--- src/timer_count_pkg.sv ---
package timer_count_pkg;

  // --------------------------------------------------------------------------
  // Counter and prescaler widths
  // --------------------------------------------------------------------------
  localparam int COUNT_W    = 32;
  // Counter is split in two half-words for the 16/32-bit carry
  localparam int HALF_W     = COUNT_W / 2;
  localparam int PRESCALE_W = 8;
  localparam int PRE_SEL_W  = 2;

  typedef logic [COUNT_W-1:0]    count_t;
  typedef logic [HALF_W-1:0]     half_t;
  typedef logic [PRESCALE_W-1:0] prescale_t;
  typedef logic [PRE_SEL_W-1:0]  pre_sel_t;

  // --------------------------------------------------------------------------
  // Prescale select codes
  // --------------------------------------------------------------------------
  localparam pre_sel_t PRE_DIV1   = 2'b00;
  localparam pre_sel_t PRE_DIV16  = 2'b01;
  // Code 2'b11 behaves as divide by 256 too
  localparam pre_sel_t PRE_DIV256 = 2'b10;

  // Counter starts at all ones so no early interrupt
  localparam count_t COUNT_RESET = '1;

endpackage

--- src/timer_regs_pkg.sv ---
package timer_regs_pkg;

  // --------------------------------------------------------------------------
  // Bus and register widths
  // --------------------------------------------------------------------------

  // Word address, taken from paddr[4:2]
  localparam int ADDR_W = 3;
  // Peripheral bus data word
  localparam int DATA_W = 32;
  // Control register image
  localparam int CTRL_W = 8;

  typedef logic [ADDR_W-1:0] reg_addr_t;
  typedef logic [DATA_W-1:0] bus_data_t;
  typedef logic [CTRL_W-1:0] ctrl_reg_t;

  // --------------------------------------------------------------------------
  // Register map, word offsets
  // --------------------------------------------------------------------------
  localparam reg_addr_t ADDR_LOAD    = 3'd0;
  localparam reg_addr_t ADDR_VALUE   = 3'd1;
  localparam reg_addr_t ADDR_CONTROL = 3'd2;
  // Write only, any data clears the interrupt
  localparam reg_addr_t ADDR_CLEAR   = 3'd3;
  localparam reg_addr_t ADDR_INTRAW  = 3'd4;
  localparam reg_addr_t ADDR_INT     = 3'd5;
  localparam reg_addr_t ADDR_LOADBG  = 3'd6;

  // --------------------------------------------------------------------------
  // Control register fields
  // --------------------------------------------------------------------------
  localparam int CTRL_EN      = 7;
  localparam int CTRL_MODE    = 6;
  localparam int CTRL_INTEN   = 5;
  // Reserved bit, always reads as zero
  localparam int CTRL_RSVD    = 4;
  // Prescale select occupies bits 3:2
  localparam int CTRL_PRE_LSB = 2;
  localparam int CTRL_SIZE    = 1;
  localparam int CTRL_ONESHOT = 0;

  // Timer off, free running, 16-bit, interrupt enabled
  localparam ctrl_reg_t CTRL_RESET = 8'h20;

endpackage
--- src/timer_ctrl_if.sv ---
`timescale 1ns/1ps

interface timer_ctrl_if
  import timer_count_pkg::*;
  ();

  // Control register fields
  logic     timer_en;
  logic     timer_mode;
  logic     int_enable;
  pre_sel_t timer_pre;
  logic     timer_size;
  logic     one_shot;

  // One-cycle pulse, count takes load_val on the next enabled edge
  logic     load_req;
  // Value for a direct load
  count_t   load_val;
  // Reload value used on a periodic wrap
  count_t   load_period;

  // Register block side
  modport regs (
    output timer_en, timer_mode, int_enable, timer_pre,
    output timer_size, one_shot,
    output load_req, load_val, load_period
  );

  // Prescaler, counter and interrupt side
  modport datapath (
    input timer_en, timer_mode, int_enable, timer_pre,
    input timer_size, one_shot,
    input load_req, load_val, load_period
  );

endinterface

--- src/frc_down_counter.sv ---
`timescale 1ns/1ps

module frc_down_counter
  import timer_count_pkg::*;
(
  input  logic           PCLK,
  input  logic           PRESETn,
  input  logic           timclken,
  timer_ctrl_if.datapath ctrl,
  input  logic           pre_tick,
  output count_t         count,
  output logic           carry_msb
);

  count_t     count_q;
  logic [1:0] carry_q;
  logic       stop_q;
  logic       stop1shot;
  logic       wrap;
  logic       reload;
  logic       step;
  half_t      nxt_low;
  half_t      nxt_high;
  half_t      high_src;
  logic       nxt_carry_0;
  logic       nxt_carry_1;
  count_t     count_mux;

  // --------------------------------------------------------------------------
  // One-shot stop
  // --------------------------------------------------------------------------

  // Periodic reload when zero was reached
  assign wrap   = carry_msb & ctrl.timer_mode;
  // Either source of a new start value
  assign reload = ctrl.load_req | wrap;

  // Set at zero in one-shot mode, released by a load or by leaving one-shot
  always_comb
  begin
    if (ctrl.load_req || !ctrl.one_shot)
      stop1shot = 1'b0;
    else if (carry_msb)
      stop1shot = 1'b1;
    else
      stop1shot = stop_q;
  end

  // Count step qualifier
  assign step = ctrl.timer_en & pre_tick & ~stop1shot;

  // --------------------------------------------------------------------------
  // Split decrement and carry look-ahead
  // --------------------------------------------------------------------------

  // Low half steps every time
  assign nxt_low = count_q[HALF_W-1:0] - 1'b1;

  // High half steps only in 32-bit mode on a low borrow
  assign nxt_high = (ctrl.timer_size && carry_q[0]) ?
                    count_q[COUNT_W-1:HALF_W] - 1'b1 :
                    count_q[COUNT_W-1:HALF_W];

  // Low carry predicted from the reload value on a load or wrap
  always_comb
  begin
    if (reload)
      nxt_carry_0 = (ctrl.load_period[HALF_W-1:0] == '0);
    else
      nxt_carry_0 = (count_q[HALF_W-1:0] == half_t'(1));
  end

  assign high_src = reload ? ctrl.load_period[COUNT_W-1:HALF_W] :
                             count_q[COUNT_W-1:HALF_W];

  // In 16-bit mode the high carry tracks the low one
  always_comb
  begin
    if (!ctrl.timer_size)
      nxt_carry_1 = nxt_carry_0;
    else
      nxt_carry_1 = nxt_carry_0 & ~carry_msb & (high_src == '0);
  end

  // --------------------------------------------------------------------------
  // Count register
  // --------------------------------------------------------------------------

  // Load first, then periodic reload, then plain decrement
  always_comb
  begin
    if (ctrl.load_req)
      count_mux = ctrl.load_val;
    else if (wrap)
      count_mux = ctrl.load_period;
    else
      count_mux = {nxt_high, nxt_low};
  end

  always_ff @(posedge PCLK)
  begin
    if (!PRESETn)
    begin
      count_q <= COUNT_RESET;
      carry_q <= 2'b00;
      stop_q  <= 1'b0;
    end
    else if (timclken)
    begin
      stop_q <= stop1shot;
      // Carries move with the count
      if (step || ctrl.load_req)
      begin
        count_q <= count_mux;
        carry_q <= {nxt_carry_1, nxt_carry_0};
      end
    end
  end

  // Zero reached, for the selected counter size
  assign carry_msb = ctrl.timer_size ? carry_q[1] : carry_q[0];
  assign count     = count_q;

endmodule

--- src/frc_irq.sv ---
`timescale 1ns/1ps

module frc_irq (
  input  logic PCLK,
  input  logic PRESETn,
  input  logic timclken,
  input  logic carry_msb,
  input  logic int_clr_req,
  input  logic int_enable,
  output logic raw_int,
  output logic masked_int
);

  logic clr_active;
  logic clr_hold_q;
  logic nxt_raw;
  logic raw_q;

  // --------------------------------------------------------------------------
  // Clear hold
  // --------------------------------------------------------------------------

  // carry_msb may stay high for many cycles after zero
  // so the clear is kept until it falls, else the flag would set again
  always_comb
  begin
    if (int_clr_req)
      clr_active = 1'b1;
    else if (!carry_msb)
      clr_active = 1'b0;
    else
      clr_active = clr_hold_q;
  end

  // --------------------------------------------------------------------------
  // Raw interrupt latch
  // --------------------------------------------------------------------------

  // Sets on zero, held until cleared
  assign nxt_raw = (carry_msb | raw_q) & ~clr_active;

  always_ff @(posedge PCLK)
  begin
    if (!PRESETn)
    begin
      clr_hold_q <= 1'b0;
      raw_q      <= 1'b0;
    end
    else if (timclken)
    begin
      clr_hold_q <= clr_active;
      raw_q      <= nxt_raw;
    end
  end

  // Status reads show the clear in the same cycle
  assign raw_int    = raw_q & ~clr_active;
  assign masked_int = raw_int & int_enable;

endmodule

--- src/frc_prescaler.sv ---
`timescale 1ns/1ps

module frc_prescaler
  import timer_count_pkg::*;
(
  input  logic           PCLK,
  input  logic           PRESETn,
  input  logic           timclken,
  timer_ctrl_if.datapath ctrl,
  output logic           pre_tick
);

  prescale_t pre_cnt;
  logic      tick_16;
  logic      tick_256;

  // --------------------------------------------------------------------------
  // Prescale down-counter
  // --------------------------------------------------------------------------

  // Cleared on a load so the first period is full length
  always_ff @(posedge PCLK)
  begin
    if (!PRESETn)
      pre_cnt <= '0;
    else if (timclken)
    begin
      if (ctrl.load_req)
        pre_cnt <= '0;
      else if (ctrl.timer_en)
        pre_cnt <= pre_cnt - 1'b1;
    end
  end

  // --------------------------------------------------------------------------
  // Tick selection
  // --------------------------------------------------------------------------

  // Once every 16 enabled edges
  assign tick_16  = (pre_cnt[3:0] == 4'h1);
  // Once every 256 enabled edges
  assign tick_256 = (pre_cnt == prescale_t'(1));

  always_comb
  begin
    case (ctrl.timer_pre)
      PRE_DIV1:   pre_tick = 1'b1;
      PRE_DIV16:  pre_tick = tick_16;
      PRE_DIV256: pre_tick = tick_256;
      // Undefined code runs as divide by 256
      default:    pre_tick = tick_256;
    endcase
  end

endmodule

--- src/frc_reg_block.sv ---
`timescale 1ns/1ps

module frc_reg_block
  import timer_regs_pkg::*;
  import timer_count_pkg::*;
(
  input  logic       PCLK,
  input  logic       PRESETn,
  input  logic       psel,
  input  logic       penable,
  input  logic       pwrite,
  input  reg_addr_t  paddr,
  input  bus_data_t  pwdata,
  input  count_t     count,
  input  logic       raw_int,
  input  logic       masked_int,
  timer_ctrl_if.regs ctrl,
  output logic       int_clr_req,
  output bus_data_t  prdata
);

  logic      wr_setup;
  logic      ctrl_wr;
  logic      load_wr;
  logic      loadbg_wr;
  logic      clr_wr;
  ctrl_reg_t ctrl_wdata;
  ctrl_reg_t ctrl_q;
  logic      load_req_q;
  count_t    load_val_q;
  count_t    load_period_q;
  count_t    count_read;

  // --------------------------------------------------------------------------
  // Write decode
  // --------------------------------------------------------------------------

  // Writes act in the setup phase only
  assign wr_setup  = psel & pwrite & ~penable;
  assign ctrl_wr   = wr_setup & (paddr == ADDR_CONTROL);
  assign load_wr   = wr_setup & (paddr == ADDR_LOAD);
  assign loadbg_wr = wr_setup & (paddr == ADDR_LOADBG);
  assign clr_wr    = wr_setup & (paddr == ADDR_CLEAR);

  // Reserved bit dropped before storing
  always_comb
  begin
    ctrl_wdata            = pwdata[$bits(ctrl_reg_t)-1:0];
    ctrl_wdata[CTRL_RSVD] = 1'b0;
  end

  // --------------------------------------------------------------------------
  // Control, load and period registers
  // --------------------------------------------------------------------------
  always_ff @(posedge PCLK)
  begin
    if (!PRESETn)
    begin
      ctrl_q        <= CTRL_RESET;
      load_period_q <= '0;
      load_req_q    <= 1'b0;
      int_clr_req   <= 1'b0;
    end
    else
    begin
      if (ctrl_wr)
        ctrl_q <= ctrl_wdata;
      // Period follows both a load and a background load
      if (load_wr || loadbg_wr)
        load_period_q <= pwdata;
      // Request pulses, high for the cycle after the write
      load_req_q  <= load_wr;
      int_clr_req <= clr_wr;
    end
  end

  // Direct load value, only consumed while load_req is high
  always_ff @(posedge PCLK)
  begin
    if (load_wr)
      load_val_q <= pwdata;
  end

  // Control fields out to the datapath
  assign ctrl.timer_en    = ctrl_q[CTRL_EN];
  assign ctrl.timer_mode  = ctrl_q[CTRL_MODE];
  assign ctrl.int_enable  = ctrl_q[CTRL_INTEN];
  assign ctrl.timer_pre   = ctrl_q[CTRL_PRE_LSB +: PRE_SEL_W];
  assign ctrl.timer_size  = ctrl_q[CTRL_SIZE];
  assign ctrl.one_shot    = ctrl_q[CTRL_ONESHOT];
  assign ctrl.load_req    = load_req_q;
  assign ctrl.load_val    = load_val_q;
  assign ctrl.load_period = load_period_q;

  // --------------------------------------------------------------------------
  // Read mux
  // --------------------------------------------------------------------------

  // Show the new load value before the counter has taken it
  assign count_read = load_req_q ? load_val_q : count;

  always_comb
  begin
    prdata = '0;
    if (psel && !pwrite)
    begin
      case (paddr)
        ADDR_LOAD:    prdata = load_period_q;
        ADDR_VALUE:   prdata = count_read;
        ADDR_CONTROL: prdata[$bits(ctrl_reg_t)-1:0] = ctrl_q;
        // Status bits sit in bit 0
        ADDR_INTRAW:  prdata[0] = raw_int;
        ADDR_INT:     prdata[0] = masked_int;
        ADDR_LOADBG:  prdata = load_period_q;
        default:      prdata = '0;
      endcase
    end
  end

endmodule

--- src/frc_timer.sv ---
`timescale 1ns/1ps

module frc_timer
  import timer_regs_pkg::*;
  import timer_count_pkg::*;
(
  input  logic      PCLK,
  input  logic      PRESETn,
  input  logic      psel,
  input  logic      penable,
  input  logic      pwrite,
  input  reg_addr_t paddr,
  input  bus_data_t pwdata,
  input  logic      timclken,
  output bus_data_t prdata,
  output logic      frc_int
);

  // Datapath to register block
  count_t count;
  logic   raw_int;
  // Register block to datapath
  logic   int_clr_req;
  logic   pre_tick;
  logic   carry_msb;

  // Control fields and load requests
  timer_ctrl_if ctrl_bus ();

  // --------------------------------------------------------------------------
  // Register block
  // --------------------------------------------------------------------------
  frc_reg_block u_regs (
    .PCLK        (PCLK),
    .PRESETn     (PRESETn),
    .psel        (psel),
    .penable     (penable),
    .pwrite      (pwrite),
    .paddr       (paddr),
    .pwdata      (pwdata),
    .count       (count),
    .raw_int     (raw_int),
    .masked_int  (frc_int),
    .ctrl        (ctrl_bus.regs),
    .int_clr_req (int_clr_req),
    .prdata      (prdata)
  );

  // --------------------------------------------------------------------------
  // Timer datapath
  // --------------------------------------------------------------------------
  frc_prescaler u_prescaler (
    .PCLK     (PCLK),
    .PRESETn  (PRESETn),
    .timclken (timclken),
    .ctrl     (ctrl_bus.datapath),
    .pre_tick (pre_tick)
  );

  frc_down_counter u_counter (
    .PCLK      (PCLK),
    .PRESETn   (PRESETn),
    .timclken  (timclken),
    .ctrl      (ctrl_bus.datapath),
    .pre_tick  (pre_tick),
    .count     (count),
    .carry_msb (carry_msb)
  );

  // Masked status doubles as the interrupt pin
  frc_irq u_irq (
    .PCLK        (PCLK),
    .PRESETn     (PRESETn),
    .timclken    (timclken),
    .carry_msb   (carry_msb),
    .int_clr_req (int_clr_req),
    .int_enable  (ctrl_bus.int_enable),
    .raw_int     (raw_int),
    .masked_int  (frc_int)
  );

endmodule

--- config.mk ---
export PLATFORM = sky130hd
export DESIGN_NAME = frc_timer
export DESIGN_NICKNAME = d
export VERILOG_FILES = /design/src/timer_count_pkg.sv /design/src/timer_regs_pkg.sv /design/src/timer_ctrl_if.sv /design/src/frc_down_counter.sv /design/src/frc_irq.sv /design/src/frc_prescaler.sv /design/src/frc_reg_block.sv /design/src/frc_timer.sv
export SDC_FILE = /design/constraint.sdc
export NUM_CORES = 1
export LEC_CHECK = 0
export BUFFER_PORTS_ARGS = -buffer_cell sky130_fd_sc_hd__buf_4
export CORE_MARGIN = 3
export CORE_UTILIZATION = 59
export CTS_CLUSTER_SIZE = 14
export DETAILED_ROUTE_END_ITERATION = 7
export GPL_ROUTABILITY_DRIVEN = 0
export PLACE_DENSITY = 0.81
export RECOVER_POWER = 25
export SETUP_SLACK_MARGIN = 0.05
export SLEW_MARGIN = 20
export SYNTH_ARGS = -nofsm -noshare
export SYNTH_HDL_FRONTEND = slang
export SYNTH_SLANG_ARGS = --single-unit
--- constraint.sdc ---
create_clock -name PCLK -period 7.23 [get_ports PCLK]
set_input_delay 1.446 -clock PCLK [delete_from_list [all_inputs] [get_ports PCLK]]
set_output_delay 1.446 -clock PCLK [all_outputs]
set_load 0.01 [all_outputs]
# --- After elaboration in Yosys (flattened, before gate mapping) ---
# Index checks and enable logic that the tools add are counted.
totals:
  reg_bits: 118
  latchBits: 0
  ram_bits: 0
  mem_bits_ro: 0
  in_bits: 41
  out_inout_bits: 33
  word_cells: 81
  mem_count: 0
op_classes:
  addsub: 3
  multipliers: 0
  div: 0
  n_lt_le_gt_ge: 0
  eq_ne: 10
  shifts: 0
  n_mux: 19
  bitwise_logic: 20
  n_reduce_logical: 17
op_table:
  columns: ["op", "n"]
  rows:
  - ["$mux W32", 4]
  - ["$pmux W24 S2", 1]
  - ["$logic_not A16 Y1", 2]
  - ["$mux W16", 2]
  - ["$sub A16 B1 Y16 const B", 2]
  - ["$pmux W7 S3", 1]
  - ["$eq A16 B1 Y1 const B", 1]
  - ["$mux W8", 2]
  - ["$and A1 B1 Y1", 14]
  - ["$eq A3 B3 Y1 const B", 3]
  - ["$eq A8 B1 Y1 const B", 1]
  - ["$sub A8 B1 Y8 const B", 1]
  - ["$mux W1", 7]
  - ["$eq A3 B2 Y1 const B", 2]
  - ["$pmux W1 S5", 1]
  - ["$eq A4 B1 Y1 const B", 1]
  - ["$not A1 Y1", 4]
  - ["$reduce_and A2 Y1", 2]
  - ["$eq A3 B1 Y1 const B", 1]
  - ["$logic_not A3 Y1", 1]
  - ["$logic_or A1 B1 Y1", 3]
  - ["$reduce_and A3 Y1", 1]
  - ["$reduce_bool A3 Y1", 1]
  - ["$eq A2 B1 Y1 const B", 1]
  - ["other kinds (7)", 10]

# --- Logic depth before layout (Yosys ltp) ---
# Gate-level depths: netlist of run 1.
logic_depth:
  ltp_word: 8
  mapped_depth: 9

# --- Hierarchy ---
# Synthesis of run 1 repeated with hierarchy kept, for this count alone.
hier_totals:
  cells_unflattened: 756
  area_unflattened_um2: 6641.4
modules_own_cells:
  columns: ["module", "instances", "cells_each", "area_each_um2", "seq_area_each_um2"]
  rows:
  - ["frc_reg_block", 1, 343, 3485.8, 1781.7]
  - ["frc_down_counter", 1, 350, 2611.3, 700.7]
  - ["frc_prescaler", 1, 50, 432.9, 160.2]
  - ["frc_irq", 1, 13, 111.4, 40.0]

# --- Worst setup path before layout of run 1 ---
# No wires, ideal clock.
synth_path:
  path_kind: "in2reg"
  startpoint: "input paddr[0]"
  endpoint: "register u_regs.load_val_q[0], in the netlist u_regs.ctrl.load_val[0] (enable)"
  setup_time_ps: 507
  arrival_ps: 4816
  t_required_ps: 6723
  path_slack_ps: 1907
  path_stages: 2
  path_buffers: 1
  path_cell_list: "clkbuf_1 nor4_1"
synth_between:
  elab_chain_len: 2
synth_lines:
  columns: ["item", "line", "text"]
  rows:
  - ["start: declaration", "frc_timer.sv:12", "input reg_addr_t paddr,"]
  - ["$logic_not A3 Y1", "frc_reg_block.sv:41", "assign load_wr = wr_setup & (paddr == ADDR_LOAD);"]
  - ["$and A1 B1 Y1", "frc_reg_block.sv:41", null]
  - ["net u_regs.load_wr", "frc_reg_block.sv:24", "logic load_wr;"]
  - ["end signal: assignment", "frc_reg_block.sv:81", "load_val_q <= pwdata;"]
  - ["end: declaration", "frc_reg_block.sv:30", "count_t load_val_q;"]
# The timed path passes the listed nets, and every way through them passes these cells.
# A chain may end at the register's enable or synchronous reset.

==> results of run 1 <==
[sequential cells by signal, summed over array words and instances, names as in the netlist]
name	count
u_irq.clr_hold_q	1
u_counter.carry_q	2
u_regs.ctrl.load_period	32
u_counter.count	32
u_regs.ctrl.load_val	32
u_regs.ctrl.load_req	1
u_irq.raw_q	1
u_counter.stop_q	1
u_prescaler.pre_cnt	8
u_regs.int_clr_req	1
u_regs.ctrl_q	7
[final cells by class]
class,count,share of cell area
clock inverter,9,0.02025
clock buffer,22,0.06244
sequential,118,0.3620
timing repair buffer,82,0.07290
inverter,24,0.01215
tap,136,0.02295
multi-input combinational,553,0.4474
[worst paths after layout]
path	startpoint	to	slack (ns)
max	PRESETn	u_counter.stop_q	2.64
min	u_regs.ctrl.load_period[25]	u_regs.ctrl.load_period[25]	0.49
max reg2reg	u_regs.ctrl_q[1]	u_counter.carry_q[1]	4.19
min reg2reg	u_regs.ctrl.load_period[25]	u_regs.ctrl.load_period[25]	0.49
[cell families after synthesis]
kind of cell             after synthesis
AO/OA/AOI/OAI                        206
multiplexers                          21
buffers and inverters                 80
AND/OR/NAND/NOR                      301
XOR/XNOR                              20
flip-flops                           118
adder cells (fa/ha/maj)                5
[placed cells by master, fill, tap and decap left out, drive strengths merged, types with 24 or more instances in the layout]
master / n
dfxtp: 86
nor2: 91
o21ai: 51
buf: 49
edfxtp: 32
clkbuf: 55
inv: 24
nand2: 111
a21boi: 33
a22oi: 28
[critical path: cells and delay by family]
kind / cells / cell delay [ns]
buffers and inverters: 1 / 2.43
AND/OR/NAND/NOR: 2 / 1.11
[per-stage QoR]
step           power (mW)  hold WS (ns)
2_1_floorplan      0.7441        0.4542
3_3_place_gp       0.7808        0.4636
5_1_grt             1.687        0.5105
3_5_place_dp       0.7838        0.4820
4_1_cts             1.655        0.4918
6_report            1.649        0.4928
[metal layers]
metal	up-vias	track usage	routed length [um]
li1	2804	-	-
met1	2855	0.4026	7434
met2	306	0.4781	8362
met3	53	0.05921	1441
met4	0	0.1647	588
met5	-	0	0
[report_power, final]
group / internal [mW] / switching [mW]
combinational: 0.0308 / 0.0462
clock: 0.583 / 0.298
sequential: 0.685 / 0.00609
==> summary.txt, run 1 <==
Critical path
  • Worst Path Class, Setup: in -> reg
  • Critical-path cell list: clkbuf_1, nand2_1, nor3b_1
  • Required time worst endpoint: 7.66 ns
  • CP Launch Type: input pin
  • Crit. End Element: flip-flop
  • Critical Path AT: 5.02 ns
  • CP max FO: 85
  • Depth of the most critical reg-to-reg path: 7
  • Critical path's largest stage delay: 2.43 ns
  • Crit-path slowest cell: clkbuf_1

Run
  • # Max-Cap Violations: 1

Place
  • DP Area: 6874 um^2
  • Placed Cells: 913
  • Post-DP HPWL: roughly 11000 um
  • Port buffer count: 73
  • DP Worst Slack: ~2.6 ns

Logic synthesis
  • Top-count cell post-synth: nand2_1
  • Register area share after synthesis: 0.4268
  • Main combinational cell family by area after synthesis: compound AO/OA/AOI/OAI gates
  • Most common flop cell mapped by yosys: dfxtp_1
  • Seq cells post-synth: 118
  • Synth area leader: dfxtp_1
  • Synth Instances: around 750
  • Mapped Area: 6285 um^2
  • Largest cells by area after synthesis: dfxtp_1 (27%), edfxtp_1 (15%), nand2_1 (6.6%), nor2_1 (5.4%), a21boi_1 (3.8%)
  • Simple-gate share of the synthesized area: 0.2232
  • Netlist cell types: between 60 and 70
  • Post-Synth Adder-Cell Area: 0.009954
  • Synth Area in XOR/XNOR: 0.02787
  • Mux cell area share after synthesis: 0.03623
  • Synth cell count leaders: nand2_1 (111), nor2_1 (90), dfxtp_1 (86)
  • Synth async-reset ratio: 0
  • Avg Cell Area, Syn: approximately 8.4 um^2
  • Synth top area share: 0.2739
  • Yosys warns: 0
  • Number of synthesized flops with an enable pin: 32
  • Post-synthesis compound-gate area fraction: 0.2266
  • Syn_nets: 797

Layout
  • Fin area: ~7400 um^2
  • Area of the multi-input gates: 3317 um^2
  • Fin cells: roughly 940
  • Synthesis-to-layout area growth: 17.98%
  • N_diodes: 0
  • Fill count: 810
  • Flip-flop and latch area: 2684 um^2
  • Share of layout cells above drive strength 1: 0.1498
  • Fin nets: approximately 840
  • Layout Utilization: 0.7182

Global route
  • Pin count of the biggest net entering global routing: 86
  • GRT overflow: 0
  • Global-route wire length before repair: approximately 29000 um
  • Gr usage total: 0.3066
  • Number of global-route vias before repair: roughly 5.8k
  • Initial antenna violation count: 0

Clock tree
  • Hold Buf Count CTS: 0
  • Clock-pin slew on the worst setup and hold paths: approximately 0.05 ns
  • Post-CTS Setup Repair Bufs: 0
  • PostCTS Resize Cnt: 0
  • Longest Clk Path Bufs: 2
  • Number of buffers created by CTS: 17
  • Clk root buf: clkbuf_8
  • H-tree levels: 4
  • CTS Sinks: about 120
  • CTS tree: done
  • Worst skew pair latency: 0.53 ns

STA
  • RSZ-0062 raised after global routing: no
  • Final Hold Vio Count: 0
  • Slew @ Worst Pin: 3.511 ns
  • Setup TNS: 0 ns
  • Clock period minus worst slack: roughly 4.6 ns
  • Max-slew violations: 86
  • Fmax: 218.1 MHz
  • Setup WS post-layout: 2.644 ns
  • Worst rel slew slack: -1.341
  • Setup violations, final: 0
  • Clock Skew: between 0.009 and 0.01 ns
  • Tcrit/Tclk final: 0.6342

Detailed routing
  • Via count: about 6.0k
  • Routed vias/inst: approximately 6.4
  • Drt wl/cell: roughly 19 um
  • DRT antenna net count: 0
  • Initial DRC Count: roughly 670
  • Initial DRT Pass Iterations: 8
  • DRC: 0
  • Routed wire length: 17830 um

Power
  • Worst IR drop on VDD: between 0.15 and 0.2 mV
  • PD cells: 222.4 nW/um^2
  • LEAKAGE: around 2.8 nW

Die
  • Total Die Area: around 12000 um^2
  • Core area: 10320 um^2
  • Num rows: 37
  • Num ports: 74
  • Die X: between 100 and 150 um
  • Die H: around 110 um
  • Starting Density: 0.6088

Min path
  • Hold path depth: 2
  • Hold Path Class: reg -> reg

Status
  • Status: finished, violations left
  • Violated checks: max-capacitance violations, max-slew violations
Note: power is estimated with default switching activity, not from simulation.
==> inputs of run 2 (changes only) <==
- CORE_UTILIZATION: 59 -> 53
- PLACE_DENSITY: 0.81 -> 0.76
- clock period: 7.23 -> 3.9 ns (I/O delays scaled with it)
==> run 2 against run 1 <==
  * Routed wire length is 0.95% lower
  * The run still ends with max-capacitance violations, max-slew violations left
  * Non-clock buffer count is 3 higher
  * Clock-buffer cell count is 3 higher
  * Sequential share of layout area is 0.052 points higher
  * Core utilization is 7.5 points lower
  * Die area is 11% higher
  * Power is 76% higher
  * Critical path type is now in -> out
  * Final area hardly changed
  * Register-to-register slack worse by 3.0 ns
  * Combinational power is 87% higher
  * First-iteration DRC count is 1.7% higher
  * Clock power is 68% higher
==> summary.txt, run 2 (synthesis results as in run 1) <==
Critical path
  • CP Launch Type: input pin
  • Worst Path Class, Setup: in -> out
  • Critical Path AT: 2.83 ns
  • Crit-path slowest cell: nor3_2
  • Critical path's largest stage delay: just under 0.9 ns
  • Most frequent CP cell: buf_4
  • WP buf/inv: 3
  • Required time worst endpoint: ~3.1 ns
  • CP delay by family, top: simple AND/OR/NAND/NOR gates
  • Critical-path cell list: buf_4, nor2b_1, nor3_2, buf_4, a22oi_1, nor2_1, buf_4
  • CP max FO: 17
  • Crit. End Element: primary output

Power
  • Combinational power share: 0.050
  • PD cells: 391.7 nW/um^2
  • Switching part of the total: 0.2111
  • Clock Power Share: 0.509
  • Total power: around 2.9 mW
  • LEAKAGE: approximately 2.8 nW
  • Power Internal: around 2.3 mW
  • Worst IR drop on VDD: approximately 0.31 mV
  • Psw: between 0.6 and 0.7 mW
  • Seq pwr share: 0.442

Clock tree
  • Worst skew pair latency: ~0.42 ns
  • Longest Clk Path Bufs: 2
  • PostCTS Resize Cnt: 0
  • Clock-pin slew on the worst setup and hold paths: 0.05 ns
  • Post-CTS Setup Repair Bufs: 0
  • H-tree levels: 4
  • CTS Sinks: ~120
  • CTS tree: done
  • Number of buffers created by CTS: 17
  • Hold Buf Count CTS: 0
  • Clk root buf: clkbuf_16

Status
  • Violated checks: max-capacitance violations, max-slew violations
  • Status: finished, violations left

STA
  • Setup TNS: 0 ns
  • Final Hold Vio Count: 0
  • Tcrit/Tclk final: 0.9257
  • RSZ-0062 raised after global routing: no
  • Max-slew violations: 86
  • Worst rel slew slack: -0.1007
  • Clock Skew: around 0.007 ns
  • Fmax: 277.0 MHz
  • Slew @ Worst Pin: 1.651 ns
  • Clock period minus worst slack: between 3 and 4 ns
  • Setup violations, final: 0
  • Hold Slack: 0.4891 ns

Die
  • Core area: around 12000 um^2
  • Total Die Area: about 13000 um^2
  • Die H: between 100 and 150 um
  • Die X: 114.9 um
  • Num rows: 39
  • Num ports: 74
  • Starting Density: 0.5457

Detailed routing
  • Initial DRT Pass Iterations: 5
  • DRT antenna net count: 0
  • Initial DRC Count: just under 700
  • DRC: 0
  • Drt wl/cell: ~19 um
  • Via count: about 6.0k
  • Routed wire length: 17660 um
  • Routed vias/inst: between 6 and 7

Global route
  • Number of global-route vias before repair: roughly 5.7k
  • Gr usage total: 0.2731
  • GRT overflow: 0
  • Initial antenna violation count: 0
  • Global-route wire length before repair: 28570 um
  • Pin count of the biggest net entering global routing: 99

Layout
  • Most common cell after layout, fill and taps aside: nand2_1
  • N_diodes: 0
  • Fin nets: about 850
  • Fill count: approximately 1.0k
  • Share of layout cells above drive strength 1: 0.1504
  • Most frequent cells in the layout: nand2_1 (111), nor2_1 (90), dfxtp_1 (85)
  • Synthesis-to-layout area growth: 17.92%

Min path
  • Hold Path Class: reg -> reg

Place
  • Post-DP HPWL: around 12000 um
  • Port buffer count: 73

Run
  • # Max-Cap Violations: 1
## run 2: metrics by stage
stage | cell area [um^2] | util | instances | worst slack, ns
after floorplan | 6291 | - | 751 | 0.6003
after global placement | 6917 | 0.6006 | 923 | 0.4663
after detailed placement | 6917 | 0.6006 | 923 | 0.3499
after CTS | 7470 | 0.6486 | 954 | 0.3340
after global routing | 7411 | 0.6435 | 954 | 0.1428
final | 7411 | 0.6435 | 954 | 0.2897
## run 2: area by class of cell
| cell class | count | area (um^2) | share of cell area |
|---|---|---|---|
| Timing Repair Buffer | 85 | 579.3 | 0.07817 |
| Sequential cell | 118 | 2686 | 0.3625 |
| Multi-Input combinational cell | 553 | 3323 | 0.4484 |
| Clock buffer | 25 | 475.5 | 0.06416 |
| Inverter | 24 | 90.09 | 0.01216 |
| Tap cell | 143 | 178.9 | 0.02414 |
| Clock inverter | 6 | 77.57 | 0.01047 |
## run 2: worst min-delay path, cell delays in order, from the launching register on
cell and delay, ns:
dfxtp_1 0.33, nand2_1 0.06, a21boi_1 0.05
## run 2: routing by layer
metal,part of all wire,GRT usage,vias to the layer above
met2,0.48,0.4255,270
met3,0.069,0.05947,39
met4,0.019,0.1142,0
met1,0.44,0.3681,2881
li1,-,-,2803
met5,0,0,-
## run 2: path summary, 6_finish.rpt
kind | slack [ns] | end | cells past startpoint | from
hold / removal | 0.49 | u_regs.ctrl.load_period[6] | 2 | u_regs.ctrl.load_period[6]
setup reg to reg | 1.17 | u_counter.carry_q[1] | 6 | u_regs.ctrl_q[1]
hold reg to reg | 0.49 | u_regs.ctrl.load_period[6] | 2 | u_regs.ctrl.load_period[6]
setup / recovery | 0.29 | prdata[15] | 7 | paddr[1]
## run 2: power groups by stage
stage,combinational [mW],sequential (mW),clock (mW)
3_3_place_gp,0.144,1.31,0
6_report,0.144,1.28,1.48
3_5_place_dp,0.149,1.31,0
2_1_floorplan,0.0783,1.30,0
5_1_grt,0.157,1.28,1.55
4_1_cts,0.149,1.28,1.49
==> inputs of run 3 (changes only) <==
- BUFFER_PORTS_ARGS: -buffer_cell sky130_fd_sc_hd__buf_4 -> -buffer_cell sky130_fd_sc_hd__buf_2
==> run 3 against run 2 <==
  * The flow still finishes with violations (max-capacitance violations, max-slew violations)
  * Fmax decreased by 2.1%
  * Register-to-register slack got worse by 0.08 ns
  * First-iteration DRC count increased by 8.0%
  * Via count decreased by 0.18%
  * Final cell count increased by 0.10%
  * Clock skew increased by 0.011 ns
  * Non-clock buffer count unchanged
  * Routed wire length decreased by 1.9%
==> summary.txt, run 3 (synthesis results as in run 1) <==
Global route
  • Number of global-route vias before repair: ~5.7k
  • Pin count of the biggest net entering global routing: between 80 and 90
  • Initial antenna violation count: 0
  • Gr usage total: 0.2725
  • Global-route wire length before repair: 28720 um
  • GRT overflow: 0

Place
  • Post-DP HPWL: roughly 11000 um
  • Placed Cells: slightly above 900
  • Port buffer count: 73

Power
  • Seq pwr share: 0.429
  • Power Internal: about 2.3 mW
  • LEAKAGE: roughly 2.8 nW
  • Switching part of the total: 0.2129
  • Psw: approximately 0.63 mW
  • Clock Power Share: 0.526
  • PD cells: between 400 and 500 nW/um^2
  • Worst IR drop on VDD: about 0.30 mV
  • Combinational power share: 0.045

Layout
  • Area of the multi-input gates: 3308 um^2
  • Fin cells: about 960
  • Flip-flop and latch area: between 2000 and 3000 um^2
  • Fin nets: ~850
  • Share of layout cells above drive strength 1: 0.1466
  • Fill count: 976
  • Synthesis-to-layout area growth: 16.07%
  • Most frequent cells in the layout: nand2_1 (111), nor2_1 (90), dfxtp_1 (85)
  • N_diodes: 0
  • Most common cell after layout, fill and taps aside: nand2_1

Clock tree
  • Number of buffers created by CTS: 17
  • Worst skew pair latency: between 0.4 and 0.5 ns
  • Longest Clk Path Bufs: 2
  • CTS tree: done
  • Clk root buf: clkbuf_16
  • CTS Sinks: approximately 120
  • Clock-pin slew on the worst setup and hold paths: about 0.05 ns
  • Hold Buf Count CTS: 0
  • H-tree levels: 4
  • Post-CTS Setup Repair Bufs: 0
  • PostCTS Resize Cnt: 0

Status
  • Violated checks: max-capacitance violations, max-slew violations
  • Status: finished, violations left

Detailed routing
  • Routed vias/inst: 6.264
  • DRT antenna net count: 0
  • Metal2 WL: 8054 um
  • Drt wl/cell: between 15 and 20 um
  • Initial DRT Pass Iterations: 6
  • Initial DRC Count: 731
  • WL met3: ~1500 um
  • DRC: 0
  • Via count: about 6k
  • Routed wire length: around 17000 um
  • Wl on met1: between 7000 and 8000 um
  • Highest routed layer: met4

STA
  • Max-slew violations: 34
  • Setup TNS: 0 ns
  • Clock Skew: approximately 0.018 ns
  • Setup violations, final: 0
  • Fmax: ~270 MHz
  • Clock period minus worst slack: 3.687 ns
  • Worst rel slew slack: -0.3891
  • RSZ-0062 raised after global routing: no
  • Tcrit/Tclk final: 0.9454
  • Final Hold Vio Count: 0
  • Slew @ Worst Pin: roughly 2.1 ns

Die
  • Num ports: 74
  • Core area: 11520 um^2
  • Die H: ~110 um
  • Num rows: 39
  • Die X: about 110 um
  • Total Die Area: ~13000 um^2
  • Starting Density: 0.5457

Run
  • # Max-Cap Violations: 1

Critical path
  • Depth of the most critical reg-to-reg path: 6
  • Crit. End Element: primary output
  • Worst Path Class, Setup: in -> out
  • Required time worst endpoint: 3.12 ns
  • Critical Path AT: approximately 2.9 ns
  • Worst setup path startpoint: paddr[1]
  • CP Launch Type: input pin
  • FF-to-FF Start: u_regs.ctrl_q[1]
  • Reg2reg setup slack: between 1 and 1.5 ns
  • CP max FO: 17
  • FF-to-FF End: u_counter.carry_q[1]

Min path
  • Worst Min Path Start: u_regs.ctrl.load_period[20]
  • Hold Path Class: reg -> reg
  • Hold path depth: 2
  • Hold EP: u_regs.ctrl.load_period[20]
==> run 3: cell types whose count changed in the layout (fill, tap and decap cells not counted), moves of 2 or more <==
cell,change
buf_2,+50
buf_4,-41
clkbuf_1,+3
clkbuf_4,-17
clkbuf_8,+5
clkinv_1,-2
inv_4,+2
==> run 3: critical path, stage by stage <==
cell,delay [ns]
clkbuf_1,0.14
nor2b_1,0.24
nor3_2,0.93
buf_4,0.40
a22oi_1,0.13
nor2_1,0.12
buf_2,0.14
==> run 3: per-stage QoR <==
step           utilization  area, um^2  total power, mW  hold WS, ns  setup WS [ns]
6_report            0.6334        7295            2.982       0.4890         0.2128
3_3_place_gp        0.5847        6734            1.435       0.4644         0.4222
5_1_grt             0.6334        7295            3.072       0.5172         0.1408
3_5_place_dp        0.5847        6734            1.442       0.4858         0.2754
2_1_floorplan            -        6291            1.380       0.4542         0.6003
4_1_cts             0.6375        7342            3.001       0.4925         0.2747
==> run 3: per-layer routing <==
metal | up-vias | global-route usage
met5 | - | 0
met3 | 36 | 0.07316
met4 | 0 | 0.1135
met1 | 2834 | 0.3560
met2 | 297 | 0.4286
li1 | 2815 | -
==> run 3: power groups by stage <==
stage / Combinational (mW) / Sequential (mW) / Clock [mW]
finish: 0.133 / 1.28 / 1.57
floorplan: 0.0783 / 1.30 / 0
global placement: 0.130 / 1.31 / 0
detailed placement: 0.136 / 1.31 / 0
global route: 0.145 / 1.28 / 1.65
CTS: 0.137 / 1.28 / 1.58
==> run 3: worst max-delay path by stage <==
stage | endpoint | slack, ns | cells past startpoint
2_1_floorplan | u_regs.ctrl.load_val[0] | 0.60 | 2
4_1_cts | prdata[12] | 0.27 | 7
3_3_place_gp | prdata[11] | 0.42 | 7
6_report | prdata[12] | 0.21 | 7
5_1_grt | prdata[12] | 0.14 | 7
3_5_place_dp | prdata[12] | 0.28 | 7
==> run 3: final cells by class <==
class                           count  area share
Multi-Input combinational cell    553      0.4535
Timing Repair Buffer               85     0.05798
Clock buffer                       26     0.07547
Sequential cell                   118      0.3683
Clock inverter                      6    0.007890
Tap cell                          143     0.02453
Inverter                           24     0.01235
